File: config.mk
export PLATFORM = sky130hd
export DESIGN_NAME = video_status_mgmt
export DESIGN_NICKNAME = d
export VERILOG_FILES = /design/src/vsm_pkg.sv /design/src/pipe_mask_ctrl.sv /design/src/status_capture.sv /design/src/status_check.sv /design/src/status_fifo.sv /design/src/video_status_mgmt.sv
export SDC_FILE = /design/constraint.sdc
export NUM_CORES = 1
export LEC_CHECK = 0
export BUFFER_PORTS_ARGS = -buffer_cell sky130_fd_sc_hd__buf_2
export CAP_MARGIN = 5
export CORE_ASPECT_RATIO = 0.7
export CORE_MARGIN = 1
export CORE_UTILIZATION = 46
export CTS_BUF_LIST = sky130_fd_sc_hd__clkbuf_4 sky130_fd_sc_hd__clkbuf_8 sky130_fd_sc_hd__clkbuf_16
export DETAILED_ROUTE_END_ITERATION = 6
export GPL_TIMING_DRIVEN = 0
export SLEW_MARGIN = 20
export SYNTH_ARGS = -nofsm -noshare
export SYNTH_HDL_FRONTEND = slang
export SYNTH_HIERARCHICAL = 1
export SYNTH_SLANG_ARGS = --single-unit
File: constraint.sdc
create_clock -name aggre_clk -period 8 [get_ports aggre_clk]
set_clock_uncertainty 0.15 [all_clocks]
set_input_delay 0.8 -clock aggre_clk [delete_from_list [all_inputs] [get_ports aggre_clk]]
set_output_delay 0.8 -clock aggre_clk [all_outputs]
set_load 0.01 [all_outputs]
File: src/vsm_pkg.sv
package vsm_pkg;

   // ======================================================================
   // Sizes
   // ======================================================================

   localparam int NUM_PIPES  = 4;   // Video pipes into the aggregator
   localparam int FIFO_DEPTH = 4;   // Status records per pipe buffer
   localparam int FIFO_AW    = 2;   // Buffer pointer width

   localparam int DT_W = 6;         // Packet datatype
   localparam int WC_W = 16;        // Packet wordcount
   localparam int LC_W = 3;         // Low linecount bits carried in the header

   // ======================================================================
   // Types
   // ======================================================================

   typedef logic [NUM_PIPES-1:0] pipe_bitmap_t;   // One bit per pipe

   // Header fields as seen on one pipe's IDI
   typedef struct packed {
      logic [DT_W-1:0] datatype;
      logic [WC_W-1:0] wordcount;
      logic [LC_W-1:0] linecount;
   } idi_header_t;

   // Queued entry with the header and the lost-header marker
   typedef struct packed {
      logic        ovf;    // A header before this one was dropped
      idi_header_t hdr;
   } status_rec_t;

   // Register values each head record is compared against
   typedef struct packed {
      logic [DT_W-1:0] datatype;
      logic [WC_W-1:0] wordcount;
      logic [LC_W-1:0] linecount;
      logic            lc_chk_en;   // Linecount compare on
   } video_ref_t;

   // Per-pipe mask controls
   typedef struct packed {
      pipe_bitmap_t force_mask;     // Mask regardless of status
      pipe_bitmap_t auto_mask_en;   // Latch mask on a failing round
      pipe_bitmap_t restart_en;     // Unmask again on a passing round
   } mask_cfg_t;

endpackage
File: src/pipe_mask_ctrl.sv
module pipe_mask_ctrl (
   input  logic                  aggre_clk,
   input  logic                  rst_n,
   input  logic                  end_sch_pulse,            // Round boundary
   input  vsm_pkg::pipe_bitmap_t pipe_concat_en,
   input  vsm_pkg::mask_cfg_t    mask_cfg,
   input  logic                  video_mask_latch_reset,
   input  vsm_pkg::pipe_bitmap_t rd_vld,                   // Buffer heads present
   input  vsm_pkg::pipe_bitmap_t check_ok,                 // Head records good
   output vsm_pkg::pipe_bitmap_t rd_en,                    // Pop pulses
   output vsm_pkg::pipe_bitmap_t clear,                    // Flush pulses
   output logic                  start_sch_pulse,
   output vsm_pkg::pipe_bitmap_t start_sch_pipe_mask_bitmap,
   output vsm_pkg::pipe_bitmap_t start_sch_video_status_pass_bitmap
);

   import vsm_pkg::*;

   pipe_bitmap_t force_mask;     // Config gated by concat
   pipe_bitmap_t auto_mask_en;
   pipe_bitmap_t restart_en;

   pipe_bitmap_t pass_nxt;       // Round result per pipe
   pipe_bitmap_t fail_nxt;
   pipe_bitmap_t latch_q;        // Sticky auto mask
   pipe_bitmap_t latch_set;
   pipe_bitmap_t latch_nxt;
   pipe_bitmap_t mask_nxt;
   pipe_bitmap_t pop_nxt;
   pipe_bitmap_t flush_nxt;

   // ======================================================================
   // Round evaluation
   // ======================================================================

   // Only concatenated pipes take part in masking
   assign force_mask   = pipe_concat_en & mask_cfg.force_mask;
   assign auto_mask_en = pipe_concat_en & mask_cfg.auto_mask_en;
   assign restart_en   = pipe_concat_en & mask_cfg.restart_en;

   assign pass_nxt = pipe_concat_en & rd_vld & check_ok;
   assign fail_nxt = pipe_concat_en & ~pass_nxt;         // Empty buffer fails too

   always_comb begin
      if (video_mask_latch_reset) begin
         latch_set = '0;                                 // Software clears all
      end else begin
         latch_set = latch_q | (auto_mask_en & fail_nxt);
      end
      latch_nxt = latch_set & ~(restart_en & pass_nxt);  // Passing pipe comes back
   end

   assign mask_nxt  = (force_mask | latch_nxt) & pipe_concat_en;
   assign pop_nxt   = pipe_concat_en & rd_vld;           // Consume one record
   assign flush_nxt = latch_nxt & ~latch_q;              // Newly masked pipes

   // ======================================================================
   // Round pulses
   // ======================================================================

   always_ff @(posedge aggre_clk or negedge rst_n) begin
      if (!rst_n) begin
         start_sch_pulse <= 1'b0;
         rd_en           <= '0;
         clear           <= '0;
      end else begin
         start_sch_pulse <= end_sch_pulse;               // One cycle later
         rd_en           <= end_sch_pulse ? pop_nxt : '0;
         clear           <= end_sch_pulse ? flush_nxt : '0;
      end
   end

   // ======================================================================
   // Mask latch and bitmaps
   // ======================================================================

   always_ff @(posedge aggre_clk or negedge rst_n) begin
      if (!rst_n) begin
         latch_q                            <= '0;
         start_sch_pipe_mask_bitmap         <= '0;
         start_sch_video_status_pass_bitmap <= '0;
      end else if (end_sch_pulse) begin
         latch_q                            <= latch_nxt;
         start_sch_pipe_mask_bitmap         <= mask_nxt;   // Held until next round
         start_sch_video_status_pass_bitmap <= pass_nxt;
      end
   end

endmodule

File: src/status_capture.sv
module status_capture (
   input  logic                 aggre_clk,
   input  logic                 rst_n,
   input  logic                 header_en,   // Header strobe from the pipe
   input  vsm_pkg::idi_header_t header,
   input  logic                 full,        // Buffer cannot take a record
   output logic                 wr_en,
   output vsm_pkg::status_rec_t wr_rec
);

   import vsm_pkg::*;

   logic        hdr_pend;    // Header taken at last edge, write pending
   idi_header_t hdr_q;       // Captured header fields
   logic        drop_flag;   // Sticky until the next accepted write

   // ======================================================================
   // Header capture
   // ======================================================================

   always_ff @(posedge aggre_clk or negedge rst_n) begin
      if (!rst_n) begin
         hdr_pend <= 1'b0;
      end else begin
         hdr_pend <= header_en;        // One cycle per strobe
      end
   end

   always_ff @(posedge aggre_clk) begin
      if (header_en) begin
         hdr_q <= header;              // Fields for the pending record
      end
   end

   // ======================================================================
   // Overflow tracking
   // ======================================================================

   always_ff @(posedge aggre_clk or negedge rst_n) begin
      if (!rst_n) begin
         drop_flag <= 1'b0;
      end else if (hdr_pend && full) begin
         drop_flag <= 1'b1;            // Header lost to a full buffer
      end else if (wr_en) begin
         drop_flag <= 1'b0;            // Marker went out with this record
      end
   end

   assign wr_en      = hdr_pend & ~full;   // Suppressed while full
   assign wr_rec.ovf = drop_flag;          // Tag first record after a drop
   assign wr_rec.hdr = hdr_q;

endmodule

File: src/status_check.sv
module status_check (
   input  vsm_pkg::status_rec_t [vsm_pkg::NUM_PIPES-1:0] rd_rec,   // Head records
   input  vsm_pkg::video_ref_t                           video_ref,
   output vsm_pkg::pipe_bitmap_t                         check_ok
);

   import vsm_pkg::*;

   pipe_bitmap_t dt_ok;   // Datatype matches
   pipe_bitmap_t wc_ok;   // Wordcount matches
   pipe_bitmap_t lc_ok;   // Linecount matches or is ignored

   // ======================================================================
   // Field compares for all pipes in parallel
   // ======================================================================

   always_comb begin
      for (int i = 0; i < NUM_PIPES; i++) begin
         dt_ok[i] = (rd_rec[i].hdr.datatype == video_ref.datatype);
         wc_ok[i] = (rd_rec[i].hdr.wordcount == video_ref.wordcount);
         lc_ok[i] = (rd_rec[i].hdr.linecount == video_ref.linecount) |
                    ~video_ref.lc_chk_en;     // Compare only when enabled
      end
   end

   always_comb begin
      for (int i = 0; i < NUM_PIPES; i++) begin
         // A record after a dropped header never passes
         check_ok[i] = ~rd_rec[i].ovf & dt_ok[i] & wc_ok[i] & lc_ok[i];
      end
   end

endmodule

File: src/status_fifo.sv
module status_fifo (
   input  logic                 aggre_clk,
   input  logic                 rst_n,
   input  logic                 wr_en,
   input  vsm_pkg::status_rec_t wr_rec,
   input  logic                 rd_en,    // Pop the head record
   input  logic                 clear,    // Flush all entries
   output logic                 full,
   output logic                 rd_vld,   // Head record present
   output vsm_pkg::status_rec_t rd_rec
);

   import vsm_pkg::*;

   status_rec_t        mem [FIFO_DEPTH];   // Record storage
   logic [FIFO_AW-1:0] wr_ptr;
   logic [FIFO_AW-1:0] rd_ptr;
   logic [FIFO_AW:0]   count;              // Occupancy, 0 to FIFO_DEPTH
   logic               push;
   logic               pop;

   assign push = wr_en & ~full & ~clear;    // Flush wins over a write
   assign pop  = rd_en & rd_vld & ~clear;

   // ======================================================================
   // Storage
   // ======================================================================

   always_ff @(posedge aggre_clk or negedge rst_n) begin
      if (!rst_n) begin
         for (int i = 0; i < FIFO_DEPTH; i++) begin
            mem[i] <= '0;
         end
      end else if (push) begin
         mem[wr_ptr] <= wr_rec;
      end
   end

   // ======================================================================
   // Pointers and occupancy
   // ======================================================================

   always_ff @(posedge aggre_clk or negedge rst_n) begin
      if (!rst_n) begin
         wr_ptr <= '0;
         rd_ptr <= '0;
         count  <= '0;
      end else if (clear) begin
         wr_ptr <= '0;                        // Back to empty
         rd_ptr <= '0;
         count  <= '0;
      end else begin
         if (push) begin
            wr_ptr <= wr_ptr + 1'b1;          // Wraps at FIFO_DEPTH
         end
         if (pop) begin
            rd_ptr <= rd_ptr + 1'b1;
         end
         case ({push, pop})
            2'b10:   count <= count + 1'b1;
            2'b01:   count <= count - 1'b1;
            default: count <= count;          // Idle or simultaneous
         endcase
      end
   end

   assign full   = (count == (FIFO_AW+1)'(FIFO_DEPTH));
   assign rd_vld = (count != '0);
   assign rd_rec = mem[rd_ptr];              // Fall-through head

endmodule

File: src/video_status_mgmt.sv
module video_status_mgmt (
   input  logic                                          aggre_clk,
   input  logic                                          rst_n,
   input  vsm_pkg::pipe_bitmap_t                         idi_header_en,
   input  vsm_pkg::idi_header_t [vsm_pkg::NUM_PIPES-1:0] idi_header,
   input  vsm_pkg::pipe_bitmap_t                         pipe_concat_en,
   input  vsm_pkg::video_ref_t                           video_ref,
   input  vsm_pkg::mask_cfg_t                            mask_cfg,
   input  logic                                          video_mask_latch_reset,
   input  logic                                          end_sch_pulse,
   output logic                                          start_sch_pulse,
   output vsm_pkg::pipe_bitmap_t                         start_sch_pipe_mask_bitmap,
   output vsm_pkg::pipe_bitmap_t                         start_sch_video_status_pass_bitmap
);

   import vsm_pkg::*;

   // ======================================================================
   // Internal signals
   // ======================================================================

   pipe_bitmap_t                  wr_en;      // Capture to buffer
   status_rec_t [NUM_PIPES-1:0]   wr_rec;
   pipe_bitmap_t                  full;
   pipe_bitmap_t                  rd_vld;     // Buffer heads
   status_rec_t [NUM_PIPES-1:0]   rd_rec;
   pipe_bitmap_t                  rd_en;      // Control to buffers
   pipe_bitmap_t                  clear;
   pipe_bitmap_t                  check_ok;   // Checker to control

   // ======================================================================
   // Per-pipe capture and buffer
   // ======================================================================

   for (genvar i = 0; i < NUM_PIPES; i++) begin : g_pipe
      status_capture u_status_capture (
         .aggre_clk (aggre_clk),
         .rst_n     (rst_n),
         .header_en (idi_header_en[i]),
         .header    (idi_header[i]),
         .full      (full[i]),
         .wr_en     (wr_en[i]),
         .wr_rec    (wr_rec[i])
      );

      status_fifo u_status_fifo (
         .aggre_clk (aggre_clk),
         .rst_n     (rst_n),
         .wr_en     (wr_en[i]),
         .wr_rec    (wr_rec[i]),
         .rd_en     (rd_en[i]),    // Popped once per round
         .clear     (clear[i]),    // Flushed on new mask
         .full      (full[i]),
         .rd_vld    (rd_vld[i]),
         .rd_rec    (rd_rec[i])
      );
   end

   // ======================================================================
   // Status check and round control
   // ======================================================================

   status_check u_status_check (
      .rd_rec    (rd_rec),
      .video_ref (video_ref),
      .check_ok  (check_ok)
   );

   pipe_mask_ctrl u_pipe_mask_ctrl (
      .aggre_clk                          (aggre_clk),
      .rst_n                              (rst_n),
      .end_sch_pulse                      (end_sch_pulse),
      .pipe_concat_en                     (pipe_concat_en),
      .mask_cfg                           (mask_cfg),
      .video_mask_latch_reset             (video_mask_latch_reset),
      .rd_vld                             (rd_vld),
      .check_ok                           (check_ok),
      .rd_en                              (rd_en),
      .clear                              (clear),
      .start_sch_pulse                    (start_sch_pulse),
      .start_sch_pipe_mask_bitmap         (start_sch_pipe_mask_bitmap),
      .start_sch_video_status_pass_bitmap (start_sch_video_status_pass_bitmap)
   );

endmodule

==> Word-level counts from Yosys, hierarchy flattened <==
Cells that the tools add are included.
{ "word_totals": {"wordCells": 314, "ff_bits": 573, "input_bits": 150, "out_inout_bits": 9} }
{ "classes": {"eq_ne": 24, "n_mux": 59, "n_lt_le_gt_ge": 12, "reduce_logical": 28, "bitwise_logic": 73, "add_sub_neg": 16} }
{ "ops": {"columns": ["operator", "count"], "rows": [
  ["bitwise mux 104 bit", 4],
  ["2-to-1 mux 26 bit", 12],
  ["binary-select mux 26 bit (select 2 bit)", 4],
  ["demux 26 bit (select 2 bit)", 4],
  ["equality test 16 bit", 4],
  ["bitwise AND 4 bit", 11],
  ["bitwise AND 1 bit", 32],
  ["2-to-1 mux 2 bit", 16],
  ["equality test 6 bit", 4],
  [">= comparator 3 bit (second input constant)", 8],
  ["NOT 2 -> 3 bit", 8],
  ["one-hot mux 3 bit (2 select lines)", 4],
  ["nonzero test 2 bit", 12],
  ["nonzero test 3 bit", 8],
  ["adder 2 x 1 -> 2 bit (second input constant)", 8],
  ["NOT 1 bit", 13],
  ["adder 3 x 1 -> 3 bit (second input constant)", 4],
  ["equality test 3 bit", 4],
  ["equality test 3 bit (second input constant)", 4],
  ["< comparator 3 x 1 -> 1 bit (second input constant)", 4],
  ["2-to-1 mux 3 bit", 4],
  ["2-to-1 mux 4 bit", 3],
  ["NOT 4 bit", 3],
  ["subtractor 3 x 1 -> 3 bit (second input constant)", 4],
  ["6 further kinds", 30]
]} }

==> Depth between registers and ports, before layout <==
{ "depth": {"word_depth": 17, "mapped_depth": 12, "mapped_depth_nobuf": 10} }

==> Cells and area by module <==
The synthesis kept the hierarchy.
{ "modules_own_cells": {"columns": ["module", "cells_per_inst", "seq_area_each_um2", "n_inst", "area_each_um2"], "rows": [
  ["status_fifo", 316, 2777.7, 4, 5079.9],
  ["status_capture", 30, 800.8, 4, 829.5],
  ["status_check", 137, 0.0, 1, 1129.8],
  ["pipe_mask_ctrl", 67, 525.5, 1, 847.1]
]} }

==> Worst setup path after synthesis <==
Ideal clock, no wire load.
{ "synth_timing": {"kind": "register to register", "from": "register g_pipe[0].u_status_fifo.count[2]", "to": "register g_pipe[0].u_status_fifo.count[2]", "setup_slack_ps": 4806, "path_stages_with_launch": 12, "n_path_buf": 2, "setup_ps": 82, "synth_period_minus_slack_ps": 3194, "arrival_time_ps": 2962, "cell_sequence": "dfrtp_1 -> buf_6 -> or3b_4 -> inv_1 -> nor2b_1 -> clkbuf_1 -> o21ai_0 -> and3b_1 -> fa_1 -> or4b_2 -> a21o_1 -> a31oi_1"} }
{ "synth_via": {"elab_chain_len": 8, "elab_cells_between_ends": 15, "classes_between": "2 x add/sub; 3 x eq/ne; 2 x mux; 6 x bitwise; 2 x reduce/logical"} }
{ "synth_lines": {"columns": ["element", "line_no", "source"], "rows": [
  ["start, declared", "status_fifo.sv:18", "logic [FIFO_AW:0] count;"],
  ["start signal, assigned", "status_fifo.sv:60", "2'b10: count <= count + 1'b1;"],
  ["start signal, assigned", "status_fifo.sv:61", "2'b01: count <= count - 1'b1;"],
  ["start signal, assigned", "status_fifo.sv:62", "default: count <= count;"],
  ["equality test 3 bit *", "status_fifo.sv:67", "assign full = (count == (FIFO_AW+1)'(FIFO_DEPTH));"],
  ["net full[0]", "video_status_mgmt.sv:24", "pipe_bitmap_t full;"],
  ["NOT 1 bit *", "status_capture.sv:49", "assign wr_en = hdr_pend & ~full;"],
  ["bitwise AND 1 bit *", "status_capture.sv:49", null],
  ["net wr_en[0]", "video_status_mgmt.sv:22", "pipe_bitmap_t wr_en;"],
  ["bitwise AND 1 bit * (2 in series)", "status_fifo.sv:22", "assign push = wr_en & ~full & ~clear;"],
  ["equality test 2 x 1 -> 1 bit or equality test 2 bit (tied branches)", "status_fifo.sv:59", "case ({push, pop})"],
  ["one-hot mux 3 bit (2 select lines)", "status_fifo.sv:59", null],
  ["2-to-1 mux 3 bit", "status_fifo.sv:48", "end else if (clear) begin"]
]} }
Mark *: on every way through the listed nets, which the timed path passes. The rest lies on a longest branch.
A chain may end at the register's enable or synchronous reset.

==> results.toml <==
[sta]
hold_viol = 0
setup_tns_ns = 0
period_minus_slack_ns = 3.98
max_slew.worst_pin.slew_ns = 0.865
period_share_pct = 49.7
slew_headroom_pct = 42.4
drv_slew = 0
grt_setup_unrepaired = "no"
finalWorstSetupSlack_ns = 4.02
timing.hold.ws_ns = 0.0275
finalSetupViolations = 0
clock.fmax_mhz = 251

[critical_path]
cp.arrival_ns = 4.28
cp-start-kind = "flop"
path_buf_inv = 2
critical-path-top-delay-family = "buffers and inverters"
path_common_cell = "clkbuf_1"
end_kind = "flop"
slowest_delay_ns = 0.72
path_cells = "clkbuf_1 > clkbuf_1 > mux4_2 > xor2_1 > o31ai_1 > nand3_1 > nor4_2 > a311o_1 > o21ai_1"
worstPathMaxFanout = 10
crit_type = "reg2reg"
cpMaxStageDelayCell = "clkbuf_1"
cp.required_ns = 8.30

[synth]
synthesis.nets = 1758
syn_inst = 1588
synth.top_cells.by_area = "dfrtp_1 46%, mux2_2 18%, edfxtp_1 12%, mux4_2 9.1%, xor2_1 2.2%"
ys.warnings.count = 6
synthDominantCellAreaShare_pct = 46.2
ys_ff_latch = 573
synthFlopType = "dfrtp_1"
netlist_area_um2 = 25600
synth_edf_count = 100
synthArstFlopShare_pct = 82.5
yosysTopAreaCell = "dfrtp_1"
seq_area_frac_synth_pct = 57.9
yosysUniqueCellTypes = 52
avgSynthCellArea_um2 = 16.1

[floorplan]
die_w_um = 284
die_area_um2 = 56600
die_height_um = 199
num_io_pins = 159
initial_core_util_pct = 47.1
coreArea_um2 = 54400
row_count = 71

[finish]
multi_input_area_um2 = 10000
fin_cells = 2584
fin_area_um2 = 29500
nNetsFinal = 1978
n_fill_cell = 4421
regArea_um2 = 14800
syn2layout_area_growth_pct = 15.0
drive_gt1_share_pct = 48.5
antenna_cells = 0
utilization_pct = 54.2

[place]
pre_cts_slack_ns = 4.06
routabilityCongestion = 0.802
hpwl_mm = 42.3
portBuffers = 157
placed_cell_area_um2 = 27500
placed_cells_incl_taps = 2480

[route]
wl_per_cell_um = 24.2
top_layer_used = "met4"
wl_met2_mm = 28.0
viasPerCell = 5.56
dr_total_vias = 14400
dr.pass1.iters = 5
wl_met3_mm = 2.41
ant_nets = 0
wl_mm = 62.5
drtIter0Drc = 986
wl_met1_mm = 30.6
drc = 0

[global_route]
grt_pass1_wl_mm = 95.1
gr-total-overflow = 0
grt_pass1_vias = 14900
grt_usage_pct = 22.8
antenna_found_initial = 1
grt_max_degree = 101

[power]
p_sw_mw = 3.46
ir_drop_mv = 0.187
pwr-share-seq_pct = 41.0
power.share.combinational_pct = 34.6
total_power_mw = 11.7
switching_share_pct = 29.7
leakagePower_nw = 12.3
power_frac_clock_pct = 24.4
power_density_nw_per_um2 = 397
internal_power_mw = 8.22

[outcome]
status = "complete, no violations"

[min_path]
worstHoldPathType = "in2async"

[clocking]
cts.sinks = 573
clk_path_buf_depth = 3
clk_pin_slew_worst_paths_ns = 0.07
cts_setup_buffers = 0
root_buffer = "clkbuf_16"
hold_buffers = 0
ctsResizeCount = 0
cts_buffers = 56
ctsHtreeMaxLevel = 2
cts_tree = "done"
clk_latency_ns = 0.61

[run]
maxCapViolCount = 0
## path summary, 6_finish.rpt
path,from,endpoint,cells after the start,slack [ns]
worst max-delay path,g_pipe[0].u_status_fifo/rd_ptr[1],u_pipe_mask_ctrl/latch_q[0],9,4.02
worst min-delay path,rst_n,g_pipe[2].u_status_fifo/count[0],2,0.03
worst max register to register,g_pipe[0].u_status_fifo/rd_ptr[1],u_pipe_mask_ctrl/latch_q[0],9,4.02
worst min register to register,u_pipe_mask_ctrl/latch_q[2],u_pipe_mask_ctrl/clear[2],1,0.33
max in group asynchronous,rst_n,g_pipe[1].u_status_fifo/mem[69],4,6.20
min in group aggre_clk,idi_header[32],g_pipe[1].u_status_capture/wr_rec[7],1,0.21
## kinds of logic after synthesis
kind of cell / count (synthesis) / share of synthesized area [%]
mux: 530 / 27.9
simple gates: 161 / 3.99
buf+inv: 107 / 2.96
compound gates: 81 / 2.13
fa+ha+maj: 20 / 1.09
flops: 573 / 57.9
xor+xnor: 116 / 3.97
## layout by cell type (no fill, tap or decap), drive strengths merged, types with 5 or more instances in the layout
cell type and count:
ha 16, mux2 423, nand2 35, inv 21
nor3 7, bufinv 9, clkbuf 100, a31oi 7
o21ai 19, and3 5, a21o 8, xnor2 52
nand4 12, xor2 64, nor2 20, mux4 104
edfxtp 100, nor4 16, dfrtp 473, a21oi 16
or3 8, clkinv 15, a211oi 5, nand3 24
nor3b 5, buf 227
## cell type report
cell class | count | share of cell area, %
Sequential cell | 573 | 50.4
Multi-Input combinational cell | 908 | 34.0
Clock buffer | 78 | 5.55
Timing Repair Buffer | 162 | 3.17
Buffer | 87 | 2.32
Inverter | 20 | 0.255
Clock inverter | 26 | 1.21
Tap cell | 730 | 3.10
## cells in the mapped netlist, types with 5 or more instances
cell,n
mux2_2,419
xnor2_1,52
buf_2,20
and3_1,5
inv_1,20
nor4_1,12
xor2_1,64
ha_1,16
a211oi_1,5
edfxtp_1,100
a21o_1,8
nand2_1,23
dfrtp_1,473
nor2_1,20
o21ai_0,16
clkbuf_1,18
a21oi_1,16
nand2_2,12
nand3_1,24
nor3_1,7
nand4_1,12
a31oi_1,7
mux4_2,104
buf_6,37
## state kept, by name (all words and copies together) (netlist names)
name / flops
g_pipe.u_status_capture/hdr_pend: 4
g_pipe.u_status_capture/wr_rec: 100
u_pipe_mask_ctrl/latch_q: 4
u_pipe_mask_ctrl/start_sch_pipe_mask_bitmap: 4
g_pipe.u_status_fifo/wr_ptr: 8
u_pipe_mask_ctrl/start_sch_pulse: 1
u_pipe_mask_ctrl/rd_en: 4
g_pipe.u_status_fifo/mem: 416
u_pipe_mask_ctrl/start_sch_video_status_pass_bitmap: 4
g_pipe.u_status_fifo/count: 12
g_pipe.u_status_capture/drop_flag: 4
g_pipe.u_status_fifo/rd_ptr: 8
u_pipe_mask_ctrl/clear: 4
## routing by layer
layer / track usage, % / up-vias
li1: - / 6352
met2: 34.5 / 261
met5: 0 / -
met1: 34.3 / 7675
met3: 3.33 / 79
met4: 6.27 / 0
## power groups by stage
stage          clock (mW)  combinational (mW)  sequential [mW]
2_1_floorplan           0                3.23             4.59
3_3_place_gp            0                3.96             4.76
3_5_place_dp            0                4.07             4.82
4_1_cts              2.92                4.08             4.78
5_1_grt              3.03                4.36             4.93
6_report             2.85                4.04             4.78
No activity file was read; power rests on OpenSTA's default activity.
